### config.mk
export PLATFORM = sky130hd
export DESIGN_NAME = stream_axil_top
export DESIGN_NICKNAME = d
export VERILOG_FILES = /design/src/stream_axil_pkg.sv /design/src/axil_bridge_ctrl.sv /design/src/axil_reg_bank.sv /design/src/read_response_buffer.sv /design/src/stream_axil_top.sv
export VERILOG_INCLUDE_DIRS = /design/src /design/src/src
export SDC_FILE = /design/constraint.sdc
export NUM_CORES = 1
export LEC_CHECK = 0
export BUFFER_PORTS_ARGS = -buffer_cell sky130_fd_sc_hd__clkbuf_2
export CORE_UTILIZATION = 55
export CTS_BUF_LIST = sky130_fd_sc_hd__clkbuf_2
export CTS_CLUSTER_DIAMETER = 50
export DETAILED_ROUTE_END_ITERATION = 7
export PLACE_DENSITY = 0.72
export SLEW_MARGIN = 20
export SYNTH_ARGS = -nofsm -noshare
export SYNTH_HDL_FRONTEND = slang
export SYNTH_HIERARCHICAL = 1
export SYNTH_SLANG_ARGS = --single-unit
### constraint.sdc
create_clock -name clock -period 3.2 [get_ports clock]
set_input_delay 0.16 -clock clock [delete_from_list [all_inputs] [get_ports clock]]
set_output_delay 0.16 -clock clock [all_outputs]
set_load 0.01 [all_outputs]
### src/stream_axil_settings.svh
/*
 * Build-time widths, register count and decode base for the stream to AXI-Lite bridge.
 * Included by the package and by every module that sizes a port or decodes an address.
 */

`ifndef STREAM_AXIL_SETTINGS_SVH
`define STREAM_AXIL_SETTINGS_SVH

// Bus address and data widths
`define STREAM_AXIL_ADDR_W 32
`define STREAM_AXIL_DATA_W 32

// Number of word registers in the bank
`define STREAM_AXIL_REG_COUNT 16

// Byte address of register 0, registers follow on word boundaries
`define STREAM_AXIL_REG_BASE 32'h0000_1000

`endif

### src/stream_axil_pkg.sv
/*
 * Shared stream payloads, AXI-Lite channel bundles and FSM encodings.
 * Modules refer to these by scoped name.
 */

`include "stream_axil_settings.svh"

package stream_axil_pkg;

    typedef struct packed {
        logic [`STREAM_AXIL_ADDR_W-1:0] addr;
        logic [`STREAM_AXIL_DATA_W-1:0] data;
    } write_word_t;

    typedef struct packed {
        logic [`STREAM_AXIL_DATA_W-1:0] data;
        logic                           error;
    } read_resp_t;

    // Encodings follow the AXI response field
    typedef enum logic [1:0] {
        resp_okay   = 2'b00,
        resp_slverr = 2'b10,
        resp_decerr = 2'b11
    } axil_resp_t;

    // Everything the manager side drives
    typedef struct packed {
        logic                           awvalid;
        logic [`STREAM_AXIL_ADDR_W-1:0] awaddr;
        logic                           wvalid;
        logic [`STREAM_AXIL_DATA_W-1:0] wdata;
        logic                           bready;
        logic                           arvalid;
        logic [`STREAM_AXIL_ADDR_W-1:0] araddr;
        logic                           rready;
    } axil_req_t;

    // Everything the register bank drives
    typedef struct packed {
        logic                           awready;
        logic                           wready;
        logic                           bvalid;
        axil_resp_t                     bresp;
        logic                           arready;
        logic                           rvalid;
        logic [`STREAM_AXIL_DATA_W-1:0] rdata;
        axil_resp_t                     rresp;
    } axil_rsp_t;

    typedef enum logic [1:0] {
        writer_idle,
        writer_send_address,
        writer_send_data,
        writer_wait_response
    } writer_state_t;

    typedef enum logic [1:0] {
        reader_idle,
        reader_send_address,
        reader_wait_data
    } reader_state_t;

endpackage

### src/axil_bridge_ctrl.sv
/*
 * Bridge FSMs that turn the write stream and the read request stream into AXI-Lite
 * transactions, report write completion and hand read data to the response buffer.
 */

`include "stream_axil_settings.svh"

module axil_bridge_ctrl (
    input  logic                           clock,
    input  logic                           reset,
    input  logic                           write_valid,
    input  stream_axil_pkg::write_word_t   write_word,
    output logic                           write_ready,
    input  logic                           read_req_valid,
    input  logic [`STREAM_AXIL_ADDR_W-1:0] read_req_addr,
    output logic                           read_req_ready,
    output stream_axil_pkg::axil_req_t     bus_req,
    input  stream_axil_pkg::axil_rsp_t     bus_rsp,
    output logic                           write_done,
    output logic                           write_error,
    input  logic                           rd_space,
    output logic                           rd_push,
    output stream_axil_pkg::read_resp_t    rd_word
);

    stream_axil_pkg::writer_state_t writer_state;
    stream_axil_pkg::reader_state_t reader_state;

    logic                           aw_valid;
    logic                           w_valid;
    logic                           ar_valid;
    logic [`STREAM_AXIL_ADDR_W-1:0] aw_addr;
    logic [`STREAM_AXIL_DATA_W-1:0] w_data;
    logic [`STREAM_AXIL_ADDR_W-1:0] ar_addr;
    logic                           aw_fire;
    logic                           w_fire;
    logic                           ar_fire;

    assign write_ready    = writer_state == stream_axil_pkg::writer_idle;
    assign read_req_ready = (reader_state == stream_axil_pkg::reader_idle) && rd_space;

    assign aw_fire = aw_valid && bus_rsp.awready;
    assign w_fire  = w_valid && bus_rsp.wready;
    assign ar_fire = ar_valid && bus_rsp.arready;

    always_comb begin
        bus_req.awvalid = aw_valid;
        bus_req.awaddr  = aw_addr;
        bus_req.wvalid  = w_valid;
        bus_req.wdata   = w_data;
        bus_req.bready  = writer_state == stream_axil_pkg::writer_wait_response;
        bus_req.arvalid = ar_valid;
        bus_req.araddr  = ar_addr;
        // No read data is taken while the response buffer is occupied
        bus_req.rready  = (reader_state == stream_axil_pkg::reader_wait_data) && rd_space;
    end

    // Write payload is captured with the stream transfer and held until both channels go out
    always_ff @(posedge clock) begin
        if (write_valid && write_ready) begin
            aw_addr <= write_word.addr;
            w_data  <= write_word.data;
        end
    end

    always_ff @(posedge clock) begin
        if (!reset) begin
            writer_state <= stream_axil_pkg::writer_idle;
            aw_valid     <= 1'b0;
            w_valid      <= 1'b0;
            write_done   <= 1'b0;
            write_error  <= 1'b0;
        end else begin
            write_done <= 1'b0;
            case (writer_state)
                stream_axil_pkg::writer_idle: begin
                    if (write_valid) begin
                        aw_valid     <= 1'b1;
                        w_valid      <= 1'b1;
                        writer_state <= stream_axil_pkg::writer_send_address;
                    end
                end
                stream_axil_pkg::writer_send_address: begin
                    // Data may be taken ahead of the address, together with it, or after it
                    if (w_fire) begin
                        w_valid <= 1'b0;
                    end
                    if (aw_fire) begin
                        aw_valid <= 1'b0;
                        if (w_fire || !w_valid) begin
                            writer_state <= stream_axil_pkg::writer_wait_response;
                        end else begin
                            writer_state <= stream_axil_pkg::writer_send_data;
                        end
                    end
                end
                stream_axil_pkg::writer_send_data: begin
                    if (w_fire) begin
                        w_valid      <= 1'b0;
                        writer_state <= stream_axil_pkg::writer_wait_response;
                    end
                end
                stream_axil_pkg::writer_wait_response: begin
                    if (bus_rsp.bvalid) begin
                        write_done   <= 1'b1;
                        write_error  <= bus_rsp.bresp != stream_axil_pkg::resp_okay;
                        writer_state <= stream_axil_pkg::writer_idle;
                    end
                end
                default: begin
                    writer_state <= stream_axil_pkg::writer_idle;
                end
            endcase
        end
    end

    always_ff @(posedge clock) begin
        if (read_req_valid && read_req_ready) begin
            ar_addr <= read_req_addr;
        end
    end

    always_ff @(posedge clock) begin
        if (!reset) begin
            reader_state <= stream_axil_pkg::reader_idle;
            ar_valid     <= 1'b0;
        end else begin
            case (reader_state)
                stream_axil_pkg::reader_idle: begin
                    if (read_req_valid && read_req_ready) begin
                        ar_valid     <= 1'b1;
                        reader_state <= stream_axil_pkg::reader_send_address;
                    end
                end
                stream_axil_pkg::reader_send_address: begin
                    if (ar_fire) begin
                        ar_valid     <= 1'b0;
                        reader_state <= stream_axil_pkg::reader_wait_data;
                    end
                end
                stream_axil_pkg::reader_wait_data: begin
                    if (rd_push) begin
                        reader_state <= stream_axil_pkg::reader_idle;
                    end
                end
                default: begin
                    reader_state <= stream_axil_pkg::reader_idle;
                end
            endcase
        end
    end

    // Read data goes straight into the buffer in the cycle it is accepted
    assign rd_push       = bus_rsp.rvalid && bus_req.rready;
    assign rd_word.data  = bus_rsp.rdata;
    assign rd_word.error = bus_rsp.rresp != stream_axil_pkg::resp_okay;

    aw_valid_held: assert property (@(posedge clock) disable iff (!reset)
        bus_req.awvalid && !bus_rsp.awready |=> bus_req.awvalid);

    w_valid_held: assert property (@(posedge clock) disable iff (!reset)
        bus_req.wvalid && !bus_rsp.wready |=> bus_req.wvalid);

    ar_valid_held: assert property (@(posedge clock) disable iff (!reset)
        bus_req.arvalid && !bus_rsp.arready |=> bus_req.arvalid);

    // A pushed word occupies the buffer, so the next beat has to wait for space
    push_fills_buffer: assert property (@(posedge clock) disable iff (!reset)
        rd_push |=> !rd_space);

endmodule

### src/axil_reg_bank.sv
/*
 * AXI-Lite register bank with word-spaced decode from a fixed base.
 * Unmapped writes are dropped and any unmapped access answers with a decode error.
 */

`include "stream_axil_settings.svh"

module axil_reg_bank (
    input  logic                       clock,
    input  logic                       reset,
    input  stream_axil_pkg::axil_req_t bus_req,
    output stream_axil_pkg::axil_rsp_t bus_rsp
);

    localparam int IDX_W = $clog2(`STREAM_AXIL_REG_COUNT);

    logic [`STREAM_AXIL_DATA_W-1:0] regs [`STREAM_AXIL_REG_COUNT];
    logic                           aw_held;
    logic                           w_held;
    logic [`STREAM_AXIL_ADDR_W-1:0] aw_addr;
    logic [`STREAM_AXIL_DATA_W-1:0] w_data;
    logic                           bvalid;
    stream_axil_pkg::axil_resp_t    bresp;
    logic                           rvalid;
    logic [`STREAM_AXIL_DATA_W-1:0] rdata;
    stream_axil_pkg::axil_resp_t    rresp;
    logic                           aw_fire;
    logic                           w_fire;
    logic                           ar_fire;
    logic                           commit;

    function automatic logic addr_hit(input logic [`STREAM_AXIL_ADDR_W-1:0] addr);
        logic [`STREAM_AXIL_ADDR_W-1:0] offset;
        offset = addr - `STREAM_AXIL_REG_BASE;
        return (offset[1:0] == 2'b00) && ((offset >> 2) < `STREAM_AXIL_REG_COUNT);
    endfunction

    function automatic logic [IDX_W-1:0] addr_index(input logic [`STREAM_AXIL_ADDR_W-1:0] addr);
        logic [`STREAM_AXIL_ADDR_W-1:0] offset;
        offset = addr - `STREAM_AXIL_REG_BASE;
        return offset[IDX_W+1:2];
    endfunction

    assign aw_fire = bus_req.awvalid && !aw_held;
    assign w_fire  = bus_req.wvalid && !w_held;
    assign ar_fire = bus_req.arvalid && !rvalid;
    // A write completes only once both halves have arrived and the last response is gone
    assign commit  = aw_held && w_held && !bvalid;

    always_ff @(posedge clock) begin
        if (aw_fire) begin
            aw_addr <= bus_req.awaddr;
        end
        if (w_fire) begin
            w_data <= bus_req.wdata;
        end
    end

    always_ff @(posedge clock) begin
        if (!reset) begin
            aw_held <= 1'b0;
            w_held  <= 1'b0;
            bvalid  <= 1'b0;
            bresp   <= stream_axil_pkg::resp_okay;
            for (int i = 0; i < `STREAM_AXIL_REG_COUNT; i++) begin
                regs[i] <= '0;
            end
        end else begin
            if (aw_fire) begin
                aw_held <= 1'b1;
            end
            if (w_fire) begin
                w_held <= 1'b1;
            end
            if (commit) begin
                aw_held <= 1'b0;
                w_held  <= 1'b0;
                bvalid  <= 1'b1;
                if (addr_hit(aw_addr)) begin
                    regs[addr_index(aw_addr)] <= w_data;
                    bresp <= stream_axil_pkg::resp_okay;
                end else begin
                    bresp <= stream_axil_pkg::resp_decerr;
                end
            end else if (bvalid && bus_req.bready) begin
                bvalid <= 1'b0;
            end
        end
    end

    always_ff @(posedge clock) begin
        if (!reset) begin
            rvalid <= 1'b0;
        end else if (ar_fire) begin
            rvalid <= 1'b1;
        end else if (rvalid && bus_req.rready) begin
            rvalid <= 1'b0;
        end
    end

    always_ff @(posedge clock) begin
        if (ar_fire) begin
            if (addr_hit(bus_req.araddr)) begin
                rdata <= regs[addr_index(bus_req.araddr)];
                rresp <= stream_axil_pkg::resp_okay;
            end else begin
                rdata <= '0;
                rresp <= stream_axil_pkg::resp_decerr;
            end
        end
    end

    always_comb begin
        bus_rsp.awready = !aw_held;
        bus_rsp.wready  = !w_held;
        bus_rsp.bvalid  = bvalid;
        bus_rsp.bresp   = bresp;
        bus_rsp.arready = !rvalid;
        bus_rsp.rvalid  = rvalid;
        bus_rsp.rdata   = rdata;
        bus_rsp.rresp   = rresp;
    end

    bvalid_after_both: assert property (@(posedge clock) disable iff (!reset)
        $rose(bvalid) |-> $past(aw_held && w_held));

endmodule

### src/read_response_buffer.sv
/*
 * One-entry holding register between the bus read channel and the outgoing response stream.
 * rd_space tells the bridge when it may accept the next read beat.
 */

module read_response_buffer (
    input  logic                        clock,
    input  logic                        reset,
    input  logic                        rd_push,
    input  stream_axil_pkg::read_resp_t rd_word,
    output logic                        rd_space,
    output logic                        resp_valid,
    input  logic                        resp_ready,
    output stream_axil_pkg::read_resp_t resp_word
);

    logic full;

    assign rd_space   = !full;
    assign resp_valid = full;

    always_ff @(posedge clock) begin
        if (!reset) begin
            full <= 1'b0;
        end else if (rd_push) begin
            full <= 1'b1;
        end else if (full && resp_ready) begin
            full <= 1'b0;
        end
    end

    // The word is loaded only while empty, so it cannot change under back-pressure
    always_ff @(posedge clock) begin
        if (rd_push) begin
            resp_word <= rd_word;
        end
    end

    resp_stable: assert property (@(posedge clock) disable iff (!reset)
        resp_valid && !resp_ready |=> resp_valid && $stable(resp_word));

endmodule

### src/stream_axil_top.sv
/*
 * Top level of the stream to AXI-Lite bridge with its register bank and read response buffer.
 */

`include "stream_axil_settings.svh"

module stream_axil_top (
    input  logic                           clock,
    input  logic                           reset,
    input  logic                           write_valid,
    input  stream_axil_pkg::write_word_t   write_word,
    output logic                           write_ready,
    input  logic                           read_req_valid,
    input  logic [`STREAM_AXIL_ADDR_W-1:0] read_req_addr,
    output logic                           read_req_ready,
    output logic                           resp_valid,
    input  logic                           resp_ready,
    output stream_axil_pkg::read_resp_t    resp_word,
    output logic                           write_done,
    output logic                           write_error
);

    stream_axil_pkg::axil_req_t  bus_req;
    stream_axil_pkg::axil_rsp_t  bus_rsp;
    stream_axil_pkg::read_resp_t rd_word;
    logic                        rd_push;
    logic                        rd_space;

    axil_bridge_ctrl i_bridge (
        .clock          (clock),
        .reset          (reset),
        .write_valid    (write_valid),
        .write_word     (write_word),
        .write_ready    (write_ready),
        .read_req_valid (read_req_valid),
        .read_req_addr  (read_req_addr),
        .read_req_ready (read_req_ready),
        .bus_req        (bus_req),
        .bus_rsp        (bus_rsp),
        .write_done     (write_done),
        .write_error    (write_error),
        .rd_space       (rd_space),
        .rd_push        (rd_push),
        .rd_word        (rd_word)
    );

    axil_reg_bank i_reg_bank (
        .clock   (clock),
        .reset   (reset),
        .bus_req (bus_req),
        .bus_rsp (bus_rsp)
    );

    read_response_buffer i_resp_buffer (
        .clock      (clock),
        .reset      (reset),
        .rd_push    (rd_push),
        .rd_word    (rd_word),
        .rd_space   (rd_space),
        .resp_valid (resp_valid),
        .resp_ready (resp_ready),
        .resp_word  (resp_word)
    );

endmodule

* Word level (Yosys, flattened, before mapping) *
Memories as Yosys holds them, arrays and structs flattened. A register that Yosys moved wholly into a read port is not among the register bits.
Index checks and enable logic that the tools add are counted.
W data, S select, Z words.

word-level totals
  bits in registers = 211
  bits in writable memories = 512
  output and inout bits = 38
  memories kept = 1

memories
  name             depth  bits a word  rd ports  clocked after memory_dff  wr ports  RTL line             source
  i_reg_bank.regs  16     32           1         1                         16        axil_reg_bank.sv:17  logic [`STREAM_AXIL_DATA_W-1:0] regs [`STREAM_AXIL_REG_COUNT];

cells by class
  add/subtract/negate cells = 2
  $lt $le $gt $ge = 2
  equal/unequal tests = 13
  muxes and demuxes = 35
  bitwise operators = 1
  reductions and logical operators = 44

operators by type and width
  cell                      number
  $sub A32 B13 Y32 const B  2
  $lt A30 B5 Y1 const B     2
  $mux W32                  1
  $reduce_or A32 Y1         1
  $mux W1                   19
  $mux W2                   9
  $reduce_bool A2 Y1        8
  $logic_and A1 B1 Y1       14
  $reduce_and A3 Y1         4
  $ne A2 B1 Y1 const B      5
  $logic_not A2 Y1          4
  $pmux W2 S4               1
  $logic_not A1 Y1          7
  $eq A2 B2 Y1 const B      3
  $ne A2 B2 Y1 const B      3
  $pmux W1 S2               3
  $pmux W2 S3               1
  $eq A2 B1 Y1 const B      2
  $mux W4                   1
  $reduce_and A2 Y1         2
  $reduce_and A4 Y1         1
  $reduce_or A2 Y1          2
  $logic_or A1 B1 Y1        1
  $not A1 Y1                1

* Logic depth before layout (Yosys ltp) *
  depth after elaboration = 9
  mapped depth = 7
  mapped depth without buffers = 6

* By module *
Netlist, hierarchy kept.

modules (own cells, without submodules)
  module                times used  cells each  area an instance (um2)  sequential area each (um2)
  axil_reg_bank         1           1583        25704.7                 18387.6
  axil_bridge_ctrl      1           189         3664.8                  3062.9
  read_response_buffer  1           37          1028.5                  1011.0

* Least setup slack after synthesis *
OpenSTA, ideal clock, no wires.

  path type = reg2reg
  start point = reg i_reg_bank.aw_addr[22]
  end point = mem i_reg_bank/regs[0][0] in the netlist's numbering, enable pin
  setup time = 0.389 ns
  data arrival time = 2.536 ns
  data required time = 2.811 ns
  slack = 0.275 ns
  stages on the path, launching flop included = 8
  path buffers = 2
  period minus slack after synthesis = 2.925 ns
  path through = edfxtp_1 > nor4_1 > nand4_1 > xor2_1 > buf_4 > nand4_4 > buf_6 > nand2_1

RTL lines
  what                    RTL line             source
  start, declared         axil_reg_bank.sv:20  logic [`STREAM_AXIL_ADDR_W-1:0] aw_addr;
  start signal, assigned  axil_reg_bank.sv:52  aw_addr <= bus_req.awaddr;
  end, declared           axil_reg_bank.sv:17

==> metrics.yaml <==
path_cells: "nor4_1 -> nand4_1 -> xor2_2 -> buf_4 -> nand4_1 -> nand2_1 -> buf_4"
io_pins: 139
p_switching_uw: 5610
ys_ff_latch: 753
regToRegStartpoint: "i_reg_bank/aw_addr[22]"
synth-edff-count: 738
crit_path_start_kind: "flip-flop"
grt.total_usage_pct: 28.9
synthTopCellsByArea: "edfxtp_1 73%, mux4_2 12%, nor2_1 6.5%, buf_6 1.1%, buf_4 0.99%"
clockPowerShare_pct: 31.4
fin_nets: 2443
p_seq_share_pct: 57.0
syn_inst: 1809
rsz0062_at_grt: "no"
critPathCaptureType: "flip-flop"
cts_buffers: 184
synth_top_area_cell: "edfxtp_1"
clock-sinks: 753
grt_pass1_wl_um: 116000
htree_levels: 4
fin_setup_tns_ns: 0
p_leak_uw: 0.0131
route.detailed.wl_per_inst_um: 24.7
fmax_mhz: 341
dpl-instance-area_um2: 31600
grt_pass1_vias: 19500
grt_max_degree: 45
finalMaxSlewViolations: 0
insertion_delay_ns: 1.38
arrival_ns: 3.90
worst_pin_slew_ns: 1.00
yosysMostFrequentCell: "edfxtp_1"
die_area_um2: 56200
cp-endpoint: "i_reg_bank/regs[4][4]"
p_int_uw: 15500
use_met3_pct: 7.41
async_flop_share_pct: 0
clockBufferDepth: 3
finalSetupViolCount: 0
fin_crit_sh_pct: 91.7
reg2reg_depth: 7
start_util_pct: 56.0
critPathKind: "reg -> reg"
die-width_um: 237
crit_fanout: 32
hold_viol: 0
route.detailed.drc: 0
routabilityCongestion: 0.814
dp_slack_ns: 0.562
cp.depth: 7
relSlewSlack_pct: 33.3
synth_common_cells: "738 x edfxtp_1, 526 x nor2_1, 160 x mux4_2"
syn_avg_cell_area_um2: 16.8
firstDrtPassIters: 6
vdd_drop_max_uv: 477
root_buffer: "clkbuf_2"
core_area_um2: 54200
critPathRequiredTime_ns: 4.16
synth_warnings: 6
ant_nets: 0
synth_top_area_share_pct: 72.9
antenna_found_initial: 4
drive_gt1_share_pct: 27.7
die_height_um: 237
drt-initial-drc-count: 2058
final_area_um2: 36400
dp_cells: 2548
area_growth_pct: 19.6
finClkSkew_ns: 0.0888
crit_start: "i_reg_bank/aw_addr[22]"
place_hpwl_um: 39900
power_switching_share_pct: 26.5
fin_cells: 3165
p_per_area_nw_per_um2: 581
cts_tree: "done"
synth_flop_cell: "edfxtp_1"
path_clk_slew_ns: 0.10
use_met2_pct: 47.3
rows: 85
avgViaCountPerCell: 5.79
syn_nets: 1915
cts_setup_buffers: 0
ctsResizeCount: 0
portBuffers: 138
reg2reg_to: "i_reg_bank/regs[4][4]"
setup_slack_ns: 0.266
grt_util_met1_pct: 36.2
overflow: 0
synth.yosys.seq_area_share_pct: 73.9
vias: 18300
grt-busiest-layer: "met2"
rrSetupSlack_ns: 0.27
combinationalPowerShare_pct: 11.6
critPathBufInv: 2
netlist_area_um2: 30400
maxCapViolCount: 0
timing.hold.worst.class: "in -> reg"
finalWirelength_um: 78100
cpLargestDelayFamily: "simple AND/OR/NAND/NOR gates"
status: "complete, no violations"
slowest_delay_ns: 0.50
synthDistinctLibCells: 47
fin_crit_ns: 2.93
cpMaxStageDelayCell: "nor4_1"
per-layer routing:
layer | share of wire [%] | wire [um]
met4 | 3.9 | 3080
met5 | 0 | 0
met3 | 9.9 | 7750
met1 | 36 | 28100
met2 | 50 | 39200
sequential cells by signal (all words and copies together) (netlist names), 2 cells and up:
name and count:
i_bridge/ar_addr 32, i_bridge/aw_addr 32, i_bridge/reader_state 2, i_bridge/w_data 32, i_bridge/writer_state 2, i_reg_bank/aw_addr 32, i_reg_bank/rdata 32, i_reg_bank/regs 512
i_reg_bank/w_data 32, i_resp_buffer/resp_word 33
repair_timing:
item / CTS / global route
hold endpoints to repair: 574 / 0
hold buffers: 298 / 0
endpoints found under the setup margin: 0 / 0
through the flow:
step                      hold slack [ns]  utilization (%)  total power, uW
after detailed placement            0.339             58.3            14300
after floorplan                     0.259                -            13600
after CTS                          0.0128             67.0            21100
after global routing                0.100             67.0            22000
after global placement              0.337             58.3            14300
final                               0.217             67.0            21100
worst reg2reg max path: cells and delay by family, from the launching register on:
kind          cells  cell delay [ns]
xor+xnor          1             0.23
simple gates      4             1.08
buf+inv           2             0.79
flops             1             0.38
cells by family (layout without fill, tap and decap cells):
logic type / count (synthesis) / after routing / share of synthesized area [%]
AOI/OAI and AO/OA: 19 / 19 / 0.490
adders and majority gates: 5 / 5 / 0.206
DFF: 753 / 753 / 73.9
other: 0 / 7 / 0
muxes: 160 / 160 / 11.9
buffers and inverters: 174 / 827 / 3.44
xor gates and xnor gates: 3 / 3 / 0.0865
and+or+nand+nor: 695 / 695 / 10.0
worst min path at each step:
stage                                 from              endpoint  slack [ns]  depth (start not counted)
after floorplan           read_req_addr[0]   i_bridge/ar_addr[0]        0.26                          0
after global placement      write_word[52]  i_bridge/aw_addr[20]        0.34                          1
after detailed placement    write_word[49]  i_bridge/aw_addr[17]        0.34                          1
after CTS                 read_req_addr[2]   i_bridge/ar_addr[2]        0.01                          3
after global routing      read_req_addr[2]   i_bridge/ar_addr[2]        0.10                          3
final                     read_req_addr[2]   i_bridge/ar_addr[2]        0.22                          3
power by group through the flow:
stage	Clock, uW	Combinational [uW]	Sequential (uW)
final	6640	2450	12000
after global routing	7300	2620	12100
after CTS	6710	2380	12000
after detailed placement	0	2100	12200
after global placement	0	2050	12200
after floorplan	0	1480	12100
final cells by class:
cell class | instances | area (um2)
clock buffer | 267 | 1340
clock inverter | 44 | 393
antenna | 7 | 17.5
timing repair buffer | 508 | 4330
sequential | 753 | 22500
tap | 696 | 871
inverter | 8 | 30.0
multi-input combinational | 882 | 6930
fill | 3678 | 17900
cell usage in the layout (no fill, tap or decap), types with 3 or more instances in the layout:
master           n
buf_4           63
inv_1            8
dfxtp_1         15
inv_2            3
edfxtp_1       738
bufinv_16        8
nor2_1         526
clkinv_4         3
nor2_2          10
a21oi_1          5
clkbuf_2       405
diode_2          7
mux4_2         160
nor3_1          10
nand4_1         12
clkinv_1        28
buf_12           9
nand2b_1         5
nor4_1           9
nand4_4          9
nor2b_1         37
nand2_1         54
ha_1             5
dlygate4sd3_1  298
(Power assumes the default switching activity.)
